`src/logic/mem_bus_pkg.sv`:
```
package mem_bus_pkg;

    localparam int ADDR_W     = 32;
    localparam int DATA_W     = 64;
    localparam int WORD_W     = 32;
    localparam int HALF_W     = 16;
    localparam int EXT_ADDR_W = 22;    // halfword address on the external port

    // low two bits give the access size, bit 2 marks unsigned loads
    typedef enum logic [2:0] {
        LS_B  = 3'b000,
        LS_H  = 3'b001,
        LS_W  = 3'b010,
        LS_D  = 3'b011,
        LS_BU = 3'b100,
        LS_HU = 3'b101,
        LS_WU = 3'b110
    } ls_type_t;

    typedef logic [1:0] beat_count_t;

    typedef enum logic [1:0] {
        REGION_NONE = 2'd0,
        REGION_RAM  = 2'd1,
        REGION_EXT  = 2'd2
    } region_t;

    // index of the last beat, so one less than the number of beats
    function automatic beat_count_t beats_for(region_t region, ls_type_t ls_type);
        beat_count_t last;
        last = 2'd0;
        if (region == REGION_RAM) begin
            if (ls_type[1:0] == 2'b11) last = 2'd1;    // ld/sd take two words
        end else if (region == REGION_EXT) begin
            case (ls_type[1:0])
                2'b10:   last = 2'd1;
                2'b11:   last = 2'd3;
                default: last = 2'd0;
            endcase
        end
        return last;
    endfunction

    function automatic logic is_signed_load(ls_type_t ls_type);
        return !ls_type[2];
    endfunction

endpackage

```
`src/logic/load_assembler.sv`:
```
`timescale 1ns/1ps

module load_assembler import mem_bus_pkg::*; (
    input  logic              CLOCK_50,
    input  logic              KEY0,
    input  logic              capture,
    input  beat_count_t       capture_beat,
    input  region_t           region,
    input  ls_type_t          bus_ls_type,
    input  logic [1:0]        byte_offset,
    input  logic [WORD_W-1:0] ram_read_data,
    input  logic [HALF_W-1:0] ext_read_data,
    output logic [DATA_W-1:0] bus_read_data
);

    logic [DATA_W-1:0] hold_q;
    logic [DATA_W-1:0] merged;
    logic [DATA_W-1:0] shifted;
    logic [DATA_W-1:0] extended;
    logic [4:0]        shift_amt;
    logic              sign_ext;
    logic              final_beat;

    // current beat dropped into its field, low beat first
    always_comb begin
        merged = hold_q;
        if (region == REGION_RAM) merged[{capture_beat[0], 5'd0} +: WORD_W] = ram_read_data;
        else merged[{capture_beat, 4'd0} +: HALF_W] = ext_read_data;
    end

    // external halfwords already sit in lane 0, only the odd byte moves
    assign shift_amt = (region == REGION_RAM) ? {byte_offset, 3'b000}
                                              : {1'b0, byte_offset[0], 3'b000};
    assign shifted   = merged >> shift_amt;
    assign sign_ext  = is_signed_load(bus_ls_type);

    always_comb begin
        case (bus_ls_type[1:0])
            2'b00: extended = {{56{sign_ext & shifted[7]}}, shifted[7:0]};
            2'b01: extended = {{48{sign_ext & shifted[15]}}, shifted[15:0]};
            2'b10: extended = {{32{sign_ext & shifted[31]}}, shifted[31:0]};
            default: extended = shifted;
        endcase
        if (region == REGION_NONE) extended = '0;    // unmapped reads zero
    end

    assign final_beat = (capture_beat == beats_for(region, bus_ls_type));

    always_ff @(posedge CLOCK_50) begin
        if (capture) hold_q <= merged;
    end

    // result only moves once the whole access is in
    always_ff @(posedge CLOCK_50 or negedge KEY0) begin
        if (!KEY0) begin
            bus_read_data <= '0;
        end else if (capture && final_beat) begin
            bus_read_data <= extended;
        end
    end

endmodule

```
`config.mk`:
```
export PLATFORM = sky130hd
export DESIGN_NAME = load_assembler
export DESIGN_NICKNAME = d
export VERILOG_FILES = /design/src/logic/mem_bus_pkg.sv /design/src/logic/load_assembler.sv
export SDC_FILE = /design/constraint.sdc
export NUM_CORES = 1
export LEC_CHECK = 0
export BUFFER_PORTS_ARGS = -buffer_cell sky130_fd_sc_hd__buf_4
export CAP_MARGIN = 20
export CORE_UTILIZATION = 30
export CTS_CLUSTER_SIZE = 12
export DETAILED_ROUTE_END_ITERATION = 6
export PLACE_DENSITY = 0.59
export SLEW_MARGIN = 15
export SYNTH_ARGS = -nofsm -noshare
export SYNTH_HDL_FRONTEND = slang
export SYNTH_SLANG_ARGS = --single-unit
```
`constraint.sdc`:
```
create_clock -name CLOCK_50 -period 1.8 [get_ports CLOCK_50]
set_input_delay 0.36 -clock CLOCK_50 [delete_from_list [all_inputs] [get_ports CLOCK_50]]
set_output_delay 0.36 -clock CLOCK_50 [all_outputs]
set_load 0.005 [all_outputs]
```
== After elaboration in Yosys (flattened, before gate mapping) ==
Cells that the tools add are included.

* Register bits after elaboration: 128
* Latch bits: 0
* Bits in writable memories: 0
* Bits in read-only memories: 0
* Input port bits: 60
* Output and inout bits: 64
* Memories kept: 0

* $add $sub $neg: 2
* Multipliers: 0
* Div/mod/pow operators: 0
* Order comparisons: 0
* Equal/unequal tests: 6
* Shift operators: 5
* Mux-type cells: 10
* Bitwise gates (word level): 3
* Reductions and logical operators: 4

{| class="wikitable"
|+ Operator list
! operator !! count
|-
| $pmux 64 s3 || 1
|-
| $bwmux 64 || 2
|-
| $mux 64 || 2
|-
| $shift 16x8->64 const A || 1
|-
| $shift 32x8->64 const A || 1
|-
| $shiftx 16x8->64 || 1
|-
| $shiftx 32x8->64 || 1
|-
| $shr 64x5->64 || 1
|-
| $neg 6->8 || 2
|-
| $eq 2x2->1 const B || 3
|-
| $mux 5 || 1
|-
| $eq 2x1->1 const B || 2
|-
| $logic_not 2->1 || 2
|-
| $mux 2 || 2
|-
| $pmux 2 s2 || 1
|-
| $and 1x1->1 || 3
|-
| $eq 2x2->1 || 1
|-
| $logic_and 1x1->1 || 1
|-
| $logic_not 1->1 || 1
|-
| $mux 1 || 1
|}

== Longest topological paths before layout ==
* Depth after elaboration: 8
* Depth in mapped cells: 14

== Worst setup path after synthesis ==
Ideal clock, no wire load.

* Path kind: input -> register
* From: in capture_beat[0]
* To: reg bus_read_data[21]
* Library setup time: 0.127 ns
* Arrival time: 3.047 ns
* Required time: 1.673 ns
* Setup slack: -1.374 ns
* Cell stages on the path: 14
* Buffers on the path: 6
* Path through: buf_6 buf_6 buf_4 buf_2 inv_1 ha_1 and4b_1 buf_6 a221oi_1 a221oi_2 o221ai_4 nor3_4 buf_6 a221o_2

* Longest elaborated chain between the ends: 8
* Elaborated cells between the ends (all ways): 16
* Those cells by class: add/sub: 2; eq/ne: 1; shift: 5; mux: 5; bitwise: 2; reduce/logical: 1

{| class="wikitable"
|+ Ends and longest elaborated chain
! item !! RTL line !! text
|-
| from (decl) || load_assembler.sv:7 || <nowiki>input beat_count_t capture_beat,</nowiki>
|-
| $neg 6->8, on equally long branches || load_assembler.sv:27, load_assembler.sv:28 ||
|-
| $shiftx 32x8->64 (tied with other cells) || load_assembler.sv:27 || <nowiki>if (region == REGION_RAM) merged[{capture_beat[0], 5'd0} +: WORD_W] = ram_read_data;</nowiki>
|-
| $bwmux 64, on equally long branches || load_assembler.sv:27, load_assembler.sv:28 ||
|-
| $mux 64 || load_assembler.sv:27 ||
|-
| $shr 64x5->64 || load_assembler.sv:34 || <nowiki>assign shifted = merged >> shift_amt;</nowiki>
|-
| $and 1x1->1, on equally long branches || load_assembler.sv:40, load_assembler.sv:39 ||
|-
| $pmux 64 s3 || load_assembler.sv:38 || <nowiki>case (bus_ls_type[1:0])</nowiki>
|-
| $mux 64 || load_assembler.sv:44 || <nowiki>if (region == REGION_NONE) extended = '0;</nowiki>
|-
| to (signal assigned) || load_assembler.sv:58 || <nowiki>bus_read_data <= extended;</nowiki>
|-
| to (decl) || load_assembler.sv:13 || <nowiki>output logic [DATA_W-1:0] bus_read_data</nowiki>
|}

Parallel ways exist; a longest one is shown, timed or not.
A chain may end at the register's enable or synchronous reset.

== Final worst setup path ==
* From: in capture_beat[1]
* To: reg bus_read_data[20]

* Longest elaborated chain between the ends: 8
* Elaborated cells between the ends (all ways): 12
* Those cells by class: add/sub: 1; eq/ne: 1; shift: 3; mux: 4; bitwise: 2; reduce/logical: 1

{| class="wikitable"
|+ Ends and longest elaborated chain
! item !! RTL line !! text
|-
| $neg 6->8 || load_assembler.sv:28 || <nowiki>else merged[{capture_beat, 4'd0} +: HALF_W] = ext_read_data;</nowiki>
|-
| $shiftx 16x8->64 or $shift 16x8->64 (tied branches) || load_assembler.sv:28 ||
|-
| $bwmux 64 || load_assembler.sv:28 ||
|-
| $mux 64 || load_assembler.sv:27 ||
|-
| $shr 64x5->64 || load_assembler.sv:34 ||
|-
| $and 1x1->1, on equally long branches || load_assembler.sv:40, load_assembler.sv:39 ||
|-
| $pmux 64 s3 || load_assembler.sv:38 ||
|-
| $mux 64 || load_assembler.sv:44 ||
|}

Parallel ways exist; a longest one is shown, timed or not.

==> flow_summary_export.csv <==
group,metric,value,unit
finish,finalNetCount,1192,
critical_path,cp_common_cell,"buf_4",
yosys,yosysSeqAreaShare,41.2,%
grt,grt_busiest_layer,"met2",
floorplan,initial_core_util,30.6,%
critical_path,timing.rr.start,"hold_q[15]$_DFFE_PP_",
power,p_total,11.0,mW
finish,layout_commonest_cell,"buf_4",
critical_path,required,2.11,ns
min_path,min_path_type,"in2reg",
grt,grt_pass1_wl,55400,microns
critical_path,cp_cell_sequence,"buf_8 -> clkinvlp_4 -> buf_4 -> ha_1 -> buf_4 -> clkinvlp_4 -> buf_4 -> a221o_1 -> o21ai_2 -> buf_4 -> o21ai_0 -> a221o_2",
finish,design_area,13200,sq um
yosys,ys_ff_latch,128,
timing,finalSetupTns,-16.70,ns
routing,drt_first_iter_violations,938,
grt,use_met3,4.60,%
place,io_buffers,123,
yosys,ys_types,59,
grt,grt_max_degree,44,
yosys,synth.area.top_cells,"edfxtp_1 (22%), dfrtp_1 (19%), mux2i_1 (10%)",
grt,gr-usage-met2,42.9,%
critical_path,end_kind,"flop",
grt,grt_pass1_vias,8911,
job,drv_cap,0,
clocking,numClockSinks,128,
routing,finalWirelength,36900,microns
finish,layout_common_cells,"buf_4 (360), mux2i_1 (87), nand2_1 (64), dfrtp_1 (64), edfxtp_1 (64)",
timing,postLayoutSetupSlackWorst,-0.349,ns
yosys,syn_avg_cell_area,10.8,sq um
timing,setup_violations,62,
power,power_density,832,nW/um^2
grt,antenna_found_initial,0,
routing,via_per_inst,5.84,
floorplan,chipHeight,171,microns
yosys,synth_top_area_share,22.4,%
timing,rsz0062_at_grt,"true",
critical_path,crit_start,"capture_beat[1]",
timing,slew_headroom,32.8,%
yosys,async_flop_share,50.0,%
yosys,synth-edff-count,64,
power,vdd_drop_max,0.000628,V
clocking,clk_pin_slew_worst_paths,0.06,ns
timing,fmax,465,MHz
timing,clock-skew-final,0.0136,ns
critical_path,start_kind,"primary input",
floorplan,placementRows,61,
clocking,cts-root-buf,"clkbuf_16",
routing,vias,8868,
floorplan,ios,124,
place,dp_hpwl,27400,microns
min_path,hp-start,"ram_read_data[26]",
place,place_ws,-0.983,ns
finish,diodes,0,
place,place_area,12000,sq um
critical_path,slowest_stage,"a221o_2",
timing,period_share,119,%
routing,drtPass1Iterations,7,
finish,postLayoutCoreUtil,47.4,%
place,placed_cells,1472,
routing,ant_nets,0,
grt,grt_usage,25.7,%
yosys,syn-cell-area,8560,sq um
floorplan,die_x,171,microns
yosys,synth_warnings,0,
timing,min_period,2.15,ns
floorplan,dieArea,29200,sq um
yosys,syn_nets,858,
routing,wl_per_cell,24.3,microns
timing,maxSlewViolCount,0,
clocking,clock_latency,0.44,ns
critical_path,critPathArrivalTime,2.46,ns
critical_path,crit_buf_inv,7,
finish,layout.cells.non_filler,1518,
yosys,synth_area_leader_cell,"edfxtp_1",
clocking,cts_max_level,4,
clocking,cts.path.max_buffers,2,
run_status,outcome,"complete, but fails checks",
timing,whs,0.291,ns
floorplan,coreArea,27900,sq um
yosys,ys.flop_type,"edfxtp_1",
clocking,cts_made_buffers,17,
grt,grt_remaining_overflow,0,
critical_path,crit_fanout,5,
clocking,tritoncts,"done",
grt,use_met1,33.3,%
finish,layout-drive-gt1-share,52.0,%
routing,drcViolationCount,0,
timing,tightest_slew,1.00,ns
critical_path,slowest_delay,0.38,ns
critical_path,worst-setup-path-type,"in2reg",
critical_path,critPathTopFamily,"buffers and inverters",
place,finalWeightedCongestion,0.937,
yosys,postSynthCellCount,793,
timing,hold_viol_final,0,
power,p_leak,5.79,nW
finish,syn_to_final_growth,54.6,%
run_status,violations,"setup timing",
[worst min-delay path: cells and delay by family]
kind / cells / cell delay (ns)
compound gates: 1 / 0.09
buf+inv: 2 / 0.17
[sequential cells by signal (all words and copies together) (netlist names)]
| register | flops |
|---|---|
| bus_read_data | 64 |
| hold_q | 64 |
[worst paths after layout]
check,to,slack (ns),cells after the start
min in group asynchronous,bus_read_data[28]$_DFFE_PN0P_,0.42,2
max,bus_read_data[20]$_DFFE_PN0P_,-0.35,12
min reg2reg,bus_read_data[8]$_DFFE_PN0P_,0.49,1
min,hold_q[26]$_DFFE_PP_,0.29,3
max reg2reg,bus_read_data[19]$_DFFE_PN0P_,-0.21,7
max in group asynchronous,bus_read_data[40]$_DFFE_PN0P_,0.80,3
[repair_timing]
item | 4_1_cts | 5_1_grt
gates cloned | 1 | 0
hold buffers | 1 | 0
pin swaps | 39 | 10
resized for setup | 96 | 28
buffers inserted | 17 | 3
endpoints found under the hold margin | 28 | 0
endpoints found under the setup margin | 86 | 84
[cell usage after synthesis (all sizes together), types with 9 or more instances]
cell,number
mux2i,87
nand2,65
dfrtp,64
edfxtp,64
a221oi,61
a21oi,49
nor2,46
buf,40
clkbuf,39
a221o,32
o21ai,30
inv,27
a32o,22
mux4,20
o211ai,15
a222oi,14
mux2,13
a22o,12
a211o,10
nand2b,9
nand3,9
[per-layer routing]
metal / vias to the layer above / part of all wire [%]
met2: 462 / 48
li1: 3875 / -
met5: - / 0
met1: 4449 / 41
met3: 82 / 8.1
met4: 0 / 2.8
[cell families after synthesis]
logic type / after synthesis / share of synthesized area (%)
buf+inv: 107 / 5.96
flops: 128 / 41.2
fa+ha+maj: 5 / 0.731
simple gates: 161 / 9.13
compound gates: 272 / 25.9
mux: 120 / 17.1
[layout make-up]
type | instances | area (sq um)
inverter | 28 | 119
timing repair buffer | 394 | 3220
fill | 2597 | 14700
multi-input combinational | 558 | 5290
tap | 378 | 473
clock inverter | 8 | 70.1
clock buffer | 24 | 536
sequential | 128 | 3520
[report_power, final]
group | internal (mW) | total [mW] | switching (mW) | leakage, nW
registers | 3.57 | 3.93 | 0.360 | 1.47
logic | 1.85 | 3.48 | 1.63 | 4.02
clock network | 2.21 | 3.60 | 1.39 | 0.302
No activity file was read; power rests on OpenSTA's default activity.
