## config.mk

```make
export PLATFORM = sky130hd
export DESIGN_NAME = access_sequencer
export DESIGN_NICKNAME = d
export VERILOG_FILES = /design/src/logic/mem_bus_pkg.sv /design/src/logic/access_sequencer.sv
export SDC_FILE = /design/constraint.sdc
export NUM_CORES = 1
export LEC_CHECK = 0
export ABC_CLOCK_PERIOD_IN_PS = 6300
export BUFFER_PORTS_ARGS = -buffer_cell sky130_fd_sc_hd__clkbuf_2
export CORE_MARGIN = 2
export CORE_UTILIZATION = 47
export DETAILED_ROUTE_END_ITERATION = 8
export HOLD_SLACK_MARGIN = 0.15
export PLACE_DENSITY = 0.88
export RECOVER_POWER = 50
export SYNTH_ARGS = -nofsm -noshare
export SYNTH_HDL_FRONTEND = slang
export SYNTH_SLANG_ARGS = --single-unit
```

## constraint.sdc

```tcl
create_clock -name CLOCK_50 -period 6.3 [get_ports CLOCK_50]
set_clock_uncertainty 0.1 [all_clocks]
set_input_delay 0.315 -clock CLOCK_50 [delete_from_list [all_inputs] [get_ports CLOCK_50]]
set_output_delay 0.315 -clock CLOCK_50 [all_outputs]
set_load 0.01 [all_outputs]
```

## src/logic/mem_bus_pkg.sv

```systemverilog
package mem_bus_pkg;

    localparam int ADDR_W     = 32;
    localparam int DATA_W     = 64;
    localparam int WORD_W     = 32;
    localparam int HALF_W     = 16;
    localparam int EXT_ADDR_W = 22;    // halfword address on the external port

    // low two bits give the access size, bit 2 marks unsigned loads
    typedef enum logic [2:0] {
        LS_B  = 3'b000,
        LS_H  = 3'b001,
        LS_W  = 3'b010,
        LS_D  = 3'b011,
        LS_BU = 3'b100,
        LS_HU = 3'b101,
        LS_WU = 3'b110
    } ls_type_t;

    typedef logic [1:0] beat_count_t;

    typedef enum logic [1:0] {
        REGION_NONE = 2'd0,
        REGION_RAM  = 2'd1,
        REGION_EXT  = 2'd2
    } region_t;

    // index of the last beat, so one less than the number of beats
    function automatic beat_count_t beats_for(region_t region, ls_type_t ls_type);
        beat_count_t last;
        last = 2'd0;
        if (region == REGION_RAM) begin
            if (ls_type[1:0] == 2'b11) last = 2'd1;    // ld/sd take two words
        end else if (region == REGION_EXT) begin
            case (ls_type[1:0])
                2'b10:   last = 2'd1;
                2'b11:   last = 2'd3;
                default: last = 2'd0;
            endcase
        end
        return last;
    endfunction

    function automatic logic is_signed_load(ls_type_t ls_type);
        return !ls_type[2];
    endfunction

endpackage

```

## src/logic/access_sequencer.sv

```systemverilog
`timescale 1ns/1ps

module access_sequencer import mem_bus_pkg::*; #(
    parameter logic [ADDR_W-1:0] RAM_BASE = 32'h0000_1000,
    parameter logic [ADDR_W-1:0] EXT_BASE = 32'h0100_0000
) (
    input  logic                  CLOCK_50,
    input  logic                  KEY0,
    input  logic [ADDR_W-1:0]     bus_address,
    input  logic [DATA_W-1:0]     bus_write_data,
    input  ls_type_t              bus_ls_type,
    input  logic                  bus_read_enable,
    input  logic                  bus_write_enable,
    input  region_t               region,
    input  logic                  ext_wait,
    input  beat_count_t           beat_index,
    input  logic                  last_beat,
    output logic                  bus_read_done,
    output logic                  bus_write_done,
    output logic                  count_start,
    output logic                  count_advance,
    output logic [ADDR_W-3:0]     ram_word_index,
    output logic [WORD_W-1:0]     ram_write_data,
    output logic [3:0]            ram_byte_en,
    output logic                  ram_write,
    output logic [EXT_ADDR_W-1:0] ext_addr,
    output logic [1:0]            ext_byte_en,
    output logic                  ext_read_en,
    output logic                  ext_write_en,
    output logic [HALF_W-1:0]     ext_write_data,
    output logic                  capture,
    output beat_count_t           capture_beat
);

    typedef enum logic [2:0] {
        S_IDLE,
        S_ISSUE,
        S_WAIT_BEAT,
        S_CAPTURE,
        S_FINISH
    } state_t;

    state_t            state;
    logic              op_read;
    logic              accept;
    logic              beat_done;
    logic [ADDR_W-1:0] ram_off;
    logic [ADDR_W-1:0] ext_off;

    // done flags are only both high in idle
    assign accept = (state == S_IDLE) && bus_read_done && bus_write_done
                    && (bus_read_enable || bus_write_enable);

    always_ff @(posedge CLOCK_50 or negedge KEY0) begin
        if (!KEY0) begin
            state          <= S_IDLE;
            op_read        <= 1'b0;
            bus_read_done  <= 1'b1;
            bus_write_done <= 1'b1;
        end else begin
            case (state)
                S_IDLE: begin
                    if (accept) begin
                        op_read <= bus_read_enable;    // read wins if both pulse
                        if (bus_read_enable) bus_read_done <= 1'b0;
                        else bus_write_done <= 1'b0;
                        state <= (region == REGION_NONE) ? S_FINISH : S_ISSUE;
                    end
                end
                S_ISSUE: state <= (region == REGION_EXT) ? S_WAIT_BEAT : S_CAPTURE;
                S_WAIT_BEAT: begin
                    if (!ext_wait) state <= last_beat ? S_FINISH : S_ISSUE;
                end
                S_CAPTURE: state <= last_beat ? S_FINISH : S_ISSUE;
                S_FINISH: begin
                    bus_read_done  <= 1'b1;
                    bus_write_done <= 1'b1;
                    state          <= S_IDLE;
                end
                default: state <= S_IDLE;
            endcase
        end
    end

    // a beat ends on ram capture or when the external port stops waiting
    assign beat_done = (state == S_CAPTURE) || (state == S_WAIT_BEAT && !ext_wait);

    assign count_start   = accept;
    assign count_advance = beat_done;

    // unmapped reads load zero in finish
    assign capture = op_read && (beat_done || (state == S_FINISH && region == REGION_NONE));
    assign capture_beat = beat_index;

    assign ram_off = bus_address - RAM_BASE;
    assign ext_off = bus_address - EXT_BASE;

    assign ram_word_index = ram_off[ADDR_W-1:2] + (ADDR_W-2)'(beat_index);
    assign ram_write      = (state == S_ISSUE) && !op_read && (region == REGION_RAM);

    always_comb begin
        case (bus_ls_type[1:0])
            2'b00: begin
                ram_byte_en    = 4'b0001 << ram_off[1:0];
                ram_write_data = {4{bus_write_data[7:0]}};
            end
            2'b01: begin
                ram_byte_en    = 4'b0011 << {ram_off[1], 1'b0};
                ram_write_data = {2{bus_write_data[15:0]}};
            end
            default: begin
                ram_byte_en    = 4'b1111;
                ram_write_data = bus_write_data[{beat_index[0], 5'd0} +: WORD_W];
            end
        endcase
    end

    // external beat k sits k halfwords above the start
    assign ext_addr = ext_off[EXT_ADDR_W:1] + EXT_ADDR_W'(beat_index);

    always_comb begin
        if (bus_ls_type[1:0] == 2'b00) begin
            ext_byte_en    = bus_address[0] ? 2'b10 : 2'b01;
            ext_write_data = {2{bus_write_data[7:0]}};    // same byte on both lanes
        end else begin
            ext_byte_en    = 2'b11;
            ext_write_data = bus_write_data[{beat_index, 4'd0} +: HALF_W];
        end
    end

    assign ext_read_en  = (state == S_WAIT_BEAT) && op_read;
    assign ext_write_en = (state == S_WAIT_BEAT) && !op_read;

endmodule

```

# == Yosys cells after proc, flatten, opt, wreduce, memory -nomap -nowiden ==
# Cells that the tools add are included.
# op_classes
mux,17
n_shift,4
eq_ne,11
n_reduce_logical,23
addsub,4
# ops
op,count
$pmux W32 S2,1
$shiftx A64 B7 Y16,1
$shiftx A64 B7 Y32,1
$sub A32 B13 Y32 const B,1
$add A30 B2 Y30,1
$sub A23 B1 Y23 const B,1
$add A22 B2 Y22,1
$mux W16,1
$mux W3,4
$pmux W3 S4,1
$logic_and A1 B1 Y1,10
$ne A2 B2 Y1 const B,4
$pmux W4 S2,1
$eq A3 B2 Y1 const B,2
$reduce_and A3 Y1,2
$mux W1,5
$eq A2 B1 Y1 const B,2
$logic_not A2 Y1,2
$mux W2,2
$pmux W1 S2,2
$reduce_and A2 Y1,2
$shl A1 B2 Y4 const A,1
$shl A2 B2 Y4 const A,1
$eq A3 B1 Y1 const B,1
other kinds (6),9
# totals
out_inout_bits,116
in_bits,109
reg_bits,6

# == Logic depth before layout (Yosys ltp) ==
# logic_depth
depth_word,6
ltp_mapped,9
depth_no_buf,9

# == Worst setup path before layout ==
# OpenSTA, ideal clock, no wires.
# synth_timing
path_type,input to output
startpoint,in beat_index[1]
endpoint,out ram_word_index[28]
stages,9
n_path_buf,1
arrival_time_ps,2905
path_slack_ps,2980
required_time_ps,5885
cell_sequence,clkbuf_1 -> inv_1 -> fa_1 -> nand2b_1 -> nor4_1 -> o221ai_1 -> a2111oi_4 -> o21ai_1 -> xnor2_1
# synth_between
elab_chain_len,1
# synth_rtl
element,line_no,text
start: declaration,access_sequencer.sv:16,"input beat_count_t beat_index,"
$add A30 B2 Y30,access_sequencer.sv:98,assign ram_word_index = ram_off[ADDR_W-1:2] + (ADDR_W-2)'(beat_index);
end: declaration,access_sequencer.sv:22,"output logic [ADDR_W-3:0] ram_word_index,"
# Every way passes these cells.

# == Worst setup path in the final report ==
# Ends and elaborated chain as after synthesis.

==> out/metrics.yaml <==
status:
  status: "finished with violations"
  violations: "max-capacitance violations, max-slew violations"
yosys:
  postSynthCellCount: 470
  synth_top_area_cell: "mux2i_1"
  synthesis.nets: 588
  avgSynthCellArea_um2: 7.12
  synth_enable_flop_cells: 0
  yosysWarnings: 0
  yosys_register_bits: 6
  synthesis.area_um2: 3350
  synthTopCellsByCount: "53 x nand2_1, 45 x nor2_1, 37 x mux2i_1, 37 x xnor2_1, 36 x a21oi_1"
  netlist-cell-type-count: 63
  ys_seq_area_share_pct: 4.56
  synth_top_area_share_pct: 11.1
  synth.most_common_cell: "nand2_1"
  synth_area_leaders: "mux2i_1 11%, xnor2_1 9.7%, nand2_1 5.9%, a21oi_1 5.4%, mux4_2 5.4%"
  synth_async_sr_flop_share_pct: 100
  synth_ff_type: "dfrtp_1"
routing:
  vias_per_cell: 5.83
  drt_iter0_markers: 219
  avgRoutedWirePerCell_um: 15.7
  drc_errors: 0
  drt-total-wl_um: 11900
  vias: 4399
  firstDrtPassIters: 4
  detail-route-antenna-nets: 0
setup_path:
  crit_family: "buffers and inverters"
  crit_type: "in -> out"
  cp.buffers_inverters: 3
  endpoint_kind: "output port"
  worst_path_largest_cell_delay_ns: 0.62
  path_cells: "clkbuf_2 > inv_1 > fa_1 > nand2b_1 > nor4_1 > o221ai_1 > a2111oi_4 > o21ai_1 > xnor2_1 > clkbuf_2"
  critPathRequiredTime_ns: 5.88
  startpoint_type: "input pin"
  crit_fanout: 29
  cp_slowest_cell: "clkbuf_2"
  path_common_cell: "clkbuf_2"
  arrival_ns: 3.83
layout:
  fill_cells: 627
  diodes: 0
  seq_area_um2: 153
  stdcell_area_um2: 4390
  multi_input_area_um2: 2950
  area_delta_synth_final_pct: 31.2
  final_nets: 779
  drive_above_1_share_pct: 31.9
power:
  p_seq_share_pct: 17.1
  p_int_mw: 0.258
  netSwitchingPower_mw: 0.269
  combPwrFrac_pct: 70.8
  p_leak_nw: 2.02
  powerDensity_nw_per_um2: 120
  p_clk_share_pct: 12.1
  switching_share_pct: 51.0
  irDropWorstVdd_mv: 0.0742
timing:
  slew_headroom_pct: -22.6
  fin_tns_setup_ns: 0
  worst_pin_slew_ns: 1.84
  setup_viol: 0
  drv_slew: 46
  rsz0062_at_grt: "no"
  finalHoldViolCount: 0
  fmax_ghz: 0.236
  period_share_pct: 67.3
  hold_slack_ns: 0.252
  period_needed_ns: 4.24
global_route:
  grt_pass1_wl_um: 18200
  met3_usage_pct: 2.71
  antenna_found_initial: 0
  grt_max_degree: 46
  first_global_vias: 3934
  grt_overflow: 0
  grt_busiest_layer: "met2"
  met1_usage_pct: 34.0
  use_met2_pct: 51.7
  grt_usage_pct: 28.2
floorplanning:
  die_area_um2: 7810
  boundaryPins: 225
  die_h_um: 88.4
  row_count: 30
  start_util_pct: 49.0
  fp.dieW_um: 88.4
  floorplan.core_area_um2: 6830
clock_network:
  clock_sinks: 6
  cts.clk_slew.worst_paths_ns: 0.04
  cts_buffer_depth: 2
  cts_buffers: 3
  clk_latency_ns: 0.23
  cts_root_buf: "clkbuf_8"
  cts_tree: "done"
  htree_levels: 1
place:
  dpl_cell_area_um2: 4400
  dp_hpwl_um: 9480
  gp_congestion: 0.894
  numPortBuffers: 223
hold_path:
  holdCritPathClass: "in -> reg"
flow_run:
  cap_violations: 1
==> final cells by class <==
| class | instances | share of cell area, % |
|---|---|---|
| Tap cell | 96 | 2.74 |
| Clock buffer | 3 | 0.940 |
| Multi-Input combinational cell | 412 | 67.3 |
| Sequential cell | 6 | 3.48 |
| Timing Repair Buffer | 226 | 24.6 |
| Inverter | 12 | 1.03 |
==> worst paths after layout <==
check | startpoint | end | slack [ns] | depth (start not counted)
max in group asynchronous | KEY0 | bus_read_done$_DFFE_PN1P_ | 5.42 | 2
worst max-delay path | beat_index[1] | ram_word_index[28] | 2.06 | 10
worst max register to register | bus_write_done$_DFFE_PN1P_ | state[0]$_DFFE_PN0P_ | 4.50 | 5
worst min register to register | bus_read_done$_DFFE_PN1P_ | bus_read_done$_DFFE_PN1P_ | 0.37 | 2
min in group asynchronous | KEY0 | state[2]$_DFFE_PN0P_ | 0.39 | 2
worst min-delay path | last_beat | state[0]$_DFFE_PN0P_ | 0.25 | 2
==> layout by cell type (no fill, tap or decap), types with 8 or more instances in the layout <==
cell / n
a211oi_1: 8
a21oi_1: 36
clkbuf_1: 50
clkbuf_2: 173
inv_1: 11
mux2_2: 10
mux2i_1: 37
mux4_2: 8
nand2_1: 53
nand3_1: 11
nand4_1: 11
nor2_1: 45
nor2b_1: 12
nor3_1: 17
o21ai_0: 11
or3_1: 8
xnor2_1: 37
xor2_1: 18
==> state kept, by name, indices dropped and copies added, names as in the netlist <==
| name | cells |
|---|---|
| state | 3 |
| op_read | 1 |
| bus_write_done | 1 |
| bus_read_done | 1 |
==> cells by family after synthesis <==
group	count (synthesis)	share of synthesized area [%]
AO/OA/AOI/OAI	93	18.6
multiplexers	55	19.8
AND/OR/NAND/NOR	200	31.6
buffers and inverters	52	7.18
XOR/XNOR	55	14.4
adder cells (fa/ha/maj)	9	3.81
flip-flops	6	4.56
==> through the flow <==
stage | total power [mW] | utilization, % | cells | setup slack (ns)
finish | 0.528 | 64.3 | 755 | 2.06
global route | 0.566 | 64.3 | 755 | 1.65
CTS | 0.535 | 65.2 | 755 | 2.04
detailed placement | 0.468 | 64.4 | 751 | 2.06
global placement | 0.453 | 64.4 | 751 | 2.14
floorplan | 0.316 | - | 470 | 2.98
==> layer usage <==
layer / vias to the layer above / share of wire, %
met4: 0 / 2.4
met1: 2005 / 40
met5: - / 0
met3: 36 / 7.7
met2: 268 / 50
li1: 2090 / -
==> power groups by stage <==
stage	clock [mW]	combinational (mW)	sequential, mW
global placement	0	0.366	0.0872
global route	0.0651	0.407	0.0939
floorplan	0	0.242	0.0741
finish	0.0637	0.374	0.0905
detailed placement	0	0.376	0.0915
CTS	0.0649	0.380	0.0899
==> timing repair <==
| item | 4_1_cts | 5_1_grt |
|---|---|---|
| buffers inserted | 0 | 0 |
| hold buffers | 1 | 0 |
| hold endpoints to repair | 6 | 0 |
| gates resized for setup | 0 | 0 |
Power figures use the tool's default switching activity.
