## config.mk

```make
export PLATFORM = sky130hd
export DESIGN_NAME = beat_counter
export DESIGN_NICKNAME = d
export VERILOG_FILES = /design/src/logic/mem_bus_pkg.sv /design/src/logic/beat_counter.sv
export SDC_FILE = /design/constraint.sdc
export NUM_CORES = 1
export LEC_CHECK = 0
export BUFFER_PORTS_ARGS = -buffer_cell sky130_fd_sc_hd__buf_4
export CAP_MARGIN = 20
export CELL_PAD_IN_SITES_DETAIL_PLACEMENT = 0
export CELL_PAD_IN_SITES_GLOBAL_PLACEMENT = 1
export CORE_AREA = 4 4 41 43
export DETAILED_ROUTE_END_ITERATION = 10
export DIE_AREA = 0 0 45 47
export PLACE_DENSITY = 0.49
export SLEW_MARGIN = 20
export SYNTH_ARGS = -nofsm -noshare
export SYNTH_HDL_FRONTEND = slang
export SYNTH_SLANG_ARGS = --single-unit
```

## constraint.sdc

```tcl
create_clock -name CLOCK_50 -period 1.1 [get_ports CLOCK_50]
set_input_delay 0.275 -clock CLOCK_50 [delete_from_list [all_inputs] [get_ports CLOCK_50]]
set_output_delay 0.275 -clock CLOCK_50 [all_outputs]
set_load 0.005 [all_outputs]
```

## src/logic/mem_bus_pkg.sv

```systemverilog
package mem_bus_pkg;

    localparam int ADDR_W     = 32;
    localparam int DATA_W     = 64;
    localparam int WORD_W     = 32;
    localparam int HALF_W     = 16;
    localparam int EXT_ADDR_W = 22;    // halfword address on the external port

    // low two bits give the access size, bit 2 marks unsigned loads
    typedef enum logic [2:0] {
        LS_B  = 3'b000,
        LS_H  = 3'b001,
        LS_W  = 3'b010,
        LS_D  = 3'b011,
        LS_BU = 3'b100,
        LS_HU = 3'b101,
        LS_WU = 3'b110
    } ls_type_t;

    typedef logic [1:0] beat_count_t;

    typedef enum logic [1:0] {
        REGION_NONE = 2'd0,
        REGION_RAM  = 2'd1,
        REGION_EXT  = 2'd2
    } region_t;

    // index of the last beat, so one less than the number of beats
    function automatic beat_count_t beats_for(region_t region, ls_type_t ls_type);
        beat_count_t last;
        last = 2'd0;
        if (region == REGION_RAM) begin
            if (ls_type[1:0] == 2'b11) last = 2'd1;    // ld/sd take two words
        end else if (region == REGION_EXT) begin
            case (ls_type[1:0])
                2'b10:   last = 2'd1;
                2'b11:   last = 2'd3;
                default: last = 2'd0;
            endcase
        end
        return last;
    endfunction

    function automatic logic is_signed_load(ls_type_t ls_type);
        return !ls_type[2];
    endfunction

endpackage

```

## src/logic/beat_counter.sv

```systemverilog
`timescale 1ns/1ps

module beat_counter import mem_bus_pkg::*; (
    input  logic        CLOCK_50,
    input  logic        KEY0,
    input  logic        count_start,
    input  beat_count_t beat_total,
    input  logic        count_advance,
    output beat_count_t beat_index,
    output logic        last_beat
);

    beat_count_t total_q;

    always_ff @(posedge CLOCK_50 or negedge KEY0) begin
        if (!KEY0) begin
            beat_index <= 2'd0;
            total_q    <= 2'd0;
        end else if (count_start) begin
            beat_index <= 2'd0;
            total_q    <= beat_total;    // held for the whole access
        end else if (count_advance) begin
            beat_index <= beat_index + 2'd1;
        end
    end

    assign last_beat = (beat_index == total_q);

endmodule

```

==> After elaboration in Yosys (flattened, before gate mapping) <==
Index checks and enable logic that the tools add are counted.
{ "op_classes": {"n_addsub": 1, "eq_ne": 1, "n_mux": 2, "reduce_logical": 1} }
{ "op_table": {"columns": ["operator", "count"], "rows": [
  ["2-bit 2-to-1 mux", 2],
  ["2-bit by 1-bit adder with 2-bit output (second input constant)", 1],
  ["2-bit == test", 1],
  ["2-bit nonzero test", 1]
]} }
{ "totals": {"regBits": 4, "input_bits": 6, "output_inout_bits": 3, "wordCells": 7} }

==> Logic depth before layout (Yosys ltp) <==
Gate-level depths: netlist (run 1).
{ "depth": {"word_depth": 3, "depth_mapped": 2, "mapped_depth_nobuf": 2} }

==> Least setup slack after synthesis (run 1) <==
OpenSTA, ideal clock, no wires.
{ "synth_path": {"path_kind": "register to output", "startpoint": "register beat_index[0]", "endpoint": "output port last_beat", "t_arrival_ps": 694, "slack_ps": 131, "path_stages_with_launch": 3, "cell_sequence": "dfrtp_1 -> xor2_1 -> nor2_1"} }
{ "synth_between": {"elab_chain_len": 1} }
{ "synth_lines": {"columns": ["element", "line_no", "rtl"], "rows": [
  ["start: declaration", "beat_counter.sv:9", "output beat_count_t beat_index,"],
  ["start signal: assignment", "beat_counter.sv:23", "beat_index <= beat_index + 2'd1;"],
  ["2-bit == test", "beat_counter.sv:27", "assign last_beat = (beat_index == total_q);"],
  ["end: declaration", "beat_counter.sv:10", "output logic last_beat"]
]} }
No other way between the ends.

==> Worst setup path after layout (run 1) <==
Same ends and word-level chain as after synthesis.

==> results_dict.tcl, run 1 <==
set metrics [dict create \
    end_kind "output pin" \
    cp_max_fo 2 \
    syn_area_um2 183 \
    synthesis.nets 20 \
    ir_worst_vdd_mv 0.400 \
    yosys_warnings 0 \
    hold_ws_ns 0.230 \
    htreeDepth 1 \
    final_common_cell "buf_4" \
    final-seq-area_um2 100 \
    core_um2 1300 \
    final_cells 46 \
    drv_cap 0 \
    fmax_ghz 0.790 \
    dpl_cell_area_um2 269 \
    track_usage_pct 5.94 \
    grt_overflow 0 \
    portBuffers 8 \
    power_mw 0.468 \
    power_density_nw_per_um2 1340 \
    wl_met1_um 167 \
    relSlewSlack_pct 91.6 \
    final.setup.worst_slack_ns -0.165 \
    io_pins 9 \
    routabilityCongestion 0.629 \
    path_delay_family "flip-flops" \
    avgSynthCellArea_um2 13.0 \
    hold_class "primary input to flip-flop" \
    clk_pin_slew_worst_paths_ns 0.04 \
    crit_slowest_cell "dfrtp_1" \
    tightest_slew_ns 0.125 \
    tns_ns -0.325 \
    fillers 154 \
    cts_tree "done" \
    path_cells "xor2_1 -> nor2_1 -> buf_4" \
    wirelength_um 438 \
    diodes 0 \
    clk_latency_ns 0.23 \
    power.internal_mw 0.363 \
    leakagePower_nw 0.172 \
    multi_input_area_um2 90.1 \
    post-route-min-period_ns 1.27 \
    final_cell_area_um2 350 \
    antenna_found_initial 0 \
    ys_ff_latch 4 \
    crit_buf_inv 1 \
    required_ns 0.82 \
    num_vias 169 \
    dp_cells 38 \
    sw_frac_of_total_pct 22.6 \
    drive_above_1_share_pct 64.5 \
    setup_viol 4 \
    violations "negative setup slack" \
    clockBufferDepth 2 \
    drt_iter0_markers 2 \
    comb_power_share_pct 25.3 \
    critPathLaunchType "flip-flop" \
    antenna_left 0 \
    switchingPower_mw 0.106 \
    critical_path_arrival_ns 0.99 \
    cts_made_buffers 3 \
    hpwl_um 325 \
    clock_skew_ns 0.000353 \
    grt_pass1_wl_um 800 \
    rows 13 \
    pwr-share-clk_pct 38.2 \
    rsz0062_at_grt "yes" \
    outcome "complete, but fails checks" \
    initial_core_util_pct 14.0 \
    syn_inst 14 \
    die_y_um 47 \
    slowest_delay_ns 0.37 \
    grt_max_degree 5 \
    drv_slew 0 \
    detail_route.vias_per_cell 3.67 \
    grt_pass1_vias 195 \
    fin_nets 39 \
    area_growth_pct 91.8 \
    synth_cell_types 8 \
    path_class "flip-flop to output pin" \
    finalHoldViolations 0 \
    wl_met3_um 50 \
    die_area_um2 2120 \
    top_layer "met3" \
    seqPwrFrac_pct 36.5 \
    post-route-drc-count 0 \
    cts_sinks 4 \
    seq_area_frac_synth_pct 54.8 \
    dr.pass1.iters 2 \
    dieWidth_um 45 \
    avgRoutedWirePerCell_um 9.52 \
    final.period_utilization_pct 115 \
    final_cell_mix "buf_4 (10), dfrtp_1 (4), clkbuf_4 (3), buf_6 (3)" \
    met2WireLength_um 220 \
    cts_root_buf "clkbuf_4" \
]
[power groups by stage]
stage	clock, mW	combinational (mW)	sequential, mW
2_1_floorplan	0	0.0330	0.175
3_3_place_gp	0	0.0856	0.173
3_5_place_dp	0	0.0864	0.174
4_1_cts	0.193	0.111	0.171
5_1_grt	0.210	0.133	0.173
6_report	0.179	0.119	0.171
[cells in the mapped netlist]
cell / number / share of area [%]
a21bo_1: 1 / 5.5
a21oi_2: 1 / 4.8
dfrtp_1: 4 / 55
mux2_2: 2 / 12
nand3b_1: 1 / 4.1
nor2_1: 2 / 4.1
xnor2_1: 1 / 4.8
xor2_1: 2 / 9.6
[state kept, by name, summed over array words and instances, names as in the netlist]
signal      count
beat_index      2
total_q         2
[kinds of logic (layout without fill, tap and decap cells)]
| group | after synthesis | in the layout | synth area share [%] |
|---|---|---|---|
| mux | 2 | 2 | 12.3 |
| xor+xnor | 3 | 3 | 14.4 |
| buf+inv | 0 | 17 | 0 |
| simple gates | 3 | 3 | 8.22 |
| flops | 4 | 4 | 54.8 |
| compound gates | 2 | 2 | 10.3 |
[per-stage QoR]
stage / worst slack [ns] / utilization [%]
floorplan: 0.131 / -
global placement: 0.0691 / 20.7
detailed placement: 0.0537 / 20.7
CTS: -0.184 / 25.8
global route: -0.281 / 26.9
finish: -0.165 / 26.9
[final cells by class]
class,count,area share (%)
Sequential cell,4,28.6
Timing Repair Buffer,14,33.9
Clock buffer,3,6.43
Multi-Input combinational cell,10,25.7
Tap cell,15,5.36
[worst reg2reg max path, delay by kind of cell, from the launching register on]
family	cells	cell delay, ns
AO/OA/AOI/OAI	2	0.29
buffers and inverters	3	0.38
flip-flops	1	0.37
[path summary, 6_finish.rpt]
path,start,to,slack (ns),cells after the start
hold / removal,count_start,beat_index[1],0.23,2
min in group asynchronous,KEY0,beat_index[0],0.37,2
setup reg to reg,beat_index[0],beat_index[1],-0.01,5
max in group asynchronous,KEY0,beat_index[1],0.63,2
setup / recovery,beat_index[0],last_beat,-0.17,3
hold reg to reg,total_q[1],total_q[1],0.52,1
[routing by layer]
layer	vias up	global-route usage (%)
met5	-	0
met4	0	8.77
met3	0	2.68
met2	7	7.91
met1	79	5.72
li1	83	-
[what timing repair did]
action | in CTS | in global routing
hold buffers | 1 | 0
hold endpoints to repair | 4 | 0
buffers inserted | 3 | 1
pin swaps | 1 | 1
gates resized for setup | 3 | 1
setup endpoints to repair | 2 | 5
Note: power is estimated with default switching activity, not from simulation.
==> run 2, diff against run 1 <==
CTS_CLUSTER_DIAMETER = 120   (was unset)
RECOVER_POWER = 25   (was unset)
==> results_dict.tcl, run 2 (same netlist as run 1, synthesis figures left out) <==
set metrics [dict create \
    hpwl_um 325 \
    antenna_found_initial 0 \
    initial_core_util_pct 14.0 \
    drive_above_1_share_pct 61.3 \
    cp_max_fo 2 \
    portBuffers 8 \
    final_cell_mix "buf_4 (9), dfrtp_1 (4), clkbuf_4 (3), buf_6 (3)" \
    grt_pass1_wl_um 800 \
    cts_made_buffers 3 \
    leakagePower_nw 0.169 \
    core_um2 1300 \
    cts_root_buf "clkbuf_4" \
    clk_latency_ns 0.23 \
    dr.pass1.iters 2 \
    clock_skew_ns 0.000353 \
    critPathLaunchType "flip-flop" \
    rsz0062_at_grt "yes" \
    wirelength_um 440 \
    fmax_ghz 0.790 \
    post-route-min-period_ns 1.27 \
    dieWidth_um 45 \
    multi_input_area_um2 90.1 \
    track_usage_pct 5.94 \
    detail_route.vias_per_cell 3.67 \
    area_growth_pct 89.7 \
    critical_path_arrival_ns 0.99 \
    violations "negative setup slack" \
    fillers 156 \
    final-seq-area_um2 100 \
    hold_class "primary input to flip-flop" \
    end_kind "output pin" \
    diodes 0 \
    tns_ns -0.325 \
    cts_tree "done" \
    antenna_left 0 \
    grt_max_degree 5 \
    final_cell_area_um2 347 \
    power_mw 0.467 \
    power_density_nw_per_um2 1350 \
    drv_slew 0 \
    final.setup.worst_slack_ns -0.165 \
    post-route-drc-count 0 \
    drv_cap 0 \
    num_vias 169 \
    reg_top3 "beat_index x2, total_q x2" \
    required_ns 0.82 \
    grt_pass1_vias 195 \
    path_class "flip-flop to output pin" \
    finalHoldViolations 0 \
    relSlewSlack_pct 84.2 \
    rows 13 \
    fin_nets 39 \
    avgRoutedWirePerCell_um 9.57 \
    cts_sinks 4 \
    dpl_cell_area_um2 269 \
    clk_pin_slew_worst_paths_ns 0.04 \
    io_pins 9 \
    die_area_um2 2120 \
    final.period_utilization_pct 115 \
    die_y_um 47 \
    tightest_slew_ns 0.236 \
    drt_iter0_markers 2 \
    setup_viol 4 \
    routabilityCongestion 0.629 \
    final_common_cell "buf_4" \
    htreeDepth 1 \
    clockBufferDepth 2 \
    grt_overflow 0 \
    outcome "complete, but fails checks" \
    ir_worst_vdd_mv 0.400 \
]
run 2: cell count changes in the layout (fill, tap and decap cells not counted):
cell,change
buf_4,-1
clkbuf_1,+1
run 2: layout make-up:
| class | instances | share of cell area, % |
|---|---|---|
| clock buffers | 3 | 6.50 |
| multi-input cells | 10 | 26.0 |
| flip-flops and latches | 4 | 28.9 |
| well taps | 15 | 5.42 |
| repair buffers | 14 | 33.2 |
run 2: stage by stage:
step,util [%],setup slack [ns],hold slack (ns),std cells
after global placement,20.7,0.0691,0.0737,38
after detailed placement,20.7,0.0537,0.0752,38
final,26.6,-0.165,0.230,46
after CTS,25.8,-0.184,0.221,45
after floorplan,-,0.131,-0.0206,14
after global routing,26.6,-0.281,0.214,46
run 2: worst paths after layout:
kind	cells past startpoint	slack, ns	startpoint	endpoint
worst min register to register	1	0.52	total_q[1]	total_q[1]
min in group asynchronous	2	0.41	KEY0	beat_index[0]
max in group asynchronous	2	0.50	KEY0	beat_index[1]
worst max register to register	5	-0.01	beat_index[0]	beat_index[1]
worst min-delay path	2	0.23	count_start	beat_index[1]
worst max-delay path	3	-0.17	beat_index[0]	last_beat
run 2: routing by layer:
layer  up-vias  track usage [%]  wire length, µm
met5         -                0                0
met4         0             8.77                0
met3         0             2.68               50
met2         7             7.91              220
met1        79             5.72              169
li1         83                -                -
run 2: critical path: stages (launching register included):
cell and delay (ns):
dfrtp_1 0.37, xor2_1 0.16, nor2_1 0.11, buf_4 0.12
run 2: power by group:
part           switching, mW  internal, mW
clock network         0.0571         0.122
registers            0.00902         0.162
logic                 0.0395        0.0775
total                  0.106         0.361
run 2: what timing repair did:
| item | in CTS | in global routing |
|---|---|---|
| buffers inserted | 3 | 1 |
| resized for setup | 3 | 1 |
| endpoints found under the setup margin | 2 | 5 |
| hold buffers | 1 | 0 |
| pin swaps | 1 | 1 |
| hold endpoints to repair | 4 | 0 |
==> run 3, diff against run 2 <==
CORE_AREA = 2 2 39 41   (was 4 4 41 43)
DIE_AREA = 0 0 41 43   (was 0 0 45 47)
==> results_dict.tcl, run 3 (same netlist as run 1, synthesis figures left out) <==
set metrics [dict create \
    hold_ws_ns 0.235 \
    final.setup.worst_slack_ns -0.164 \
    post-route-drc-count 0 \
    final_cell_mix "buf_4 (10), dfrtp_1 (4), clkbuf_4 (3)" \
    leakagePower_nw 0.156 \
    ir_worst_vdd_mv 0.773 \
    required_ns 0.82 \
    reg_top3 "beat_index x2, total_q x2" \
    drv_cap 0 \
    rsz0062_at_grt "yes" \
    portBuffers 8 \
    drive_above_1_share_pct 56.7 \
    setup_viol 3 \
    end_kind "output pin" \
    grt_pass1_wl_um 696 \
    tns_ns -0.375 \
    detail_route.vias_per_cell 3.35 \
    final.period_utilization_pct 115 \
    outcome "complete, but fails checks" \
    clk_pin_slew_worst_paths_ns 0.04 \
    power_mw 0.449 \
    violations "negative setup slack" \
    dr.pass1.iters 2 \
    grt_pass1_vias 167 \
    drt_iter0_markers 4 \
    critPathLaunchType "flip-flop" \
    antenna_left 0 \
    rr_worst_depth 4 \
    power_density_nw_per_um2 1380 \
    finalHoldViolations 0 \
    fillers 152 \
    cts_sinks 4 \
    post-place-ws_ns 0.0602 \
    rows 14 \
    fmax_ghz 0.791 \
    cp-endpoint "last_beat" \
    antenna_found_initial 0 \
    track_usage_pct 6.26 \
    routabilityCongestion 0.560 \
    critical_path_arrival_ns 0.99 \
    fin_nets 38 \
    hold_class "primary input to flip-flop" \
    multi_input_area_um2 82.6 \
    avgRoutedWirePerCell_um 8.80 \
    grt_overflow 0 \
    final_common_cell "buf_4" \
    r2r-end "beat_index[1]" \
    reg2reg_from "beat_index[1]" \
    area_growth_pct 78.1 \
    cts_made_buffers 3 \
    die_y_um 43 \
    tightest_slew_ns 0.218 \
    diodes 0 \
    clk_latency_ns 0.23 \
    path_class "flip-flop to output pin" \
    htreeDepth 1 \
    dieWidth_um 41 \
    wirelength_um 405 \
    io_pins 9 \
    crit_start "total_q[0]" \
    post-route-min-period_ns 1.26 \
    drv_slew 0 \
    cts_root_buf "clkbuf_4" \
    core_um2 1380 \
    cts_tree "done" \
    grt_max_degree 5 \
    rrSetupSlack_ns 0.10 \
    initial_core_util_pct 13.2 \
    clock_skew_ns 0.0000527 \
    clockBufferDepth 2 \
    die_area_um2 1760 \
    final_util_pct 23.5 \
    final-seq-area_um2 100 \
    num_vias 154 \
    relSlewSlack_pct 85.5 \
    cp_max_fo 2 \
]
-- run 3: worst min path at each step --
stage                     start            end  slack [ns]  cells past startpoint
global placement           KEY0     total_q[1]        0.07                      1
CTS                 count_start  beat_index[1]        0.22                      2
floorplan                  KEY0  beat_index[0]       -0.02                      0
finish              count_start  beat_index[1]        0.23                      2
global route        count_start  beat_index[1]        0.22                      2
detailed placement         KEY0  beat_index[0]        0.07                      1
-- run 3: what timing repair did --
item	4_1_cts	5_1_grt
endpoints found under the hold margin	4	0
resized for setup	0	1
hold buffers	1	0
buffers inserted	1	2
endpoints found under the setup margin	2	3
pin swaps	0	2
-- run 3: layout make-up --
cell class | count | area share (%)
sequential | 4 | 30.8
timing repair buffer | 13 | 30.8
multi-input combinational | 10 | 25.4
clock buffer | 3 | 6.92
tap | 16 | 6.15
-- run 3: routing by layer --
| metal | track usage (%) | routed length [µm] |
|---|---|---|
| met3 | 6.28 | 59 |
| met5 | 0 | 0 |
| met2 | 6.88 | 133 |
| met4 | 2.00 | 0 |
| met1 | 8.17 | 213 |
-- run 3: per-stage QoR --
stage,std cells,instance area (µm²)
after floorplan,14,183
after global placement,39,270
after detailed placement,39,270
after CTS,44,310
after global routing,46,325
final,46,325
-- run 3: critical path, cell delays in order, from the launching register on --
cell	delay (ns)
dfrtp_1	0.38
xor2_1	0.16
nor2_1	0.11
buf_4	0.12
-- run 3: power breakdown --
group	leakage, nW	switching (mW)	total (mW)	internal (mW)
logic	0.0925	0.0357	0.102	0.0660
clock network	0.0138	0.0551	0.177	0.122
registers	0.0499	0.00899	0.171	0.162
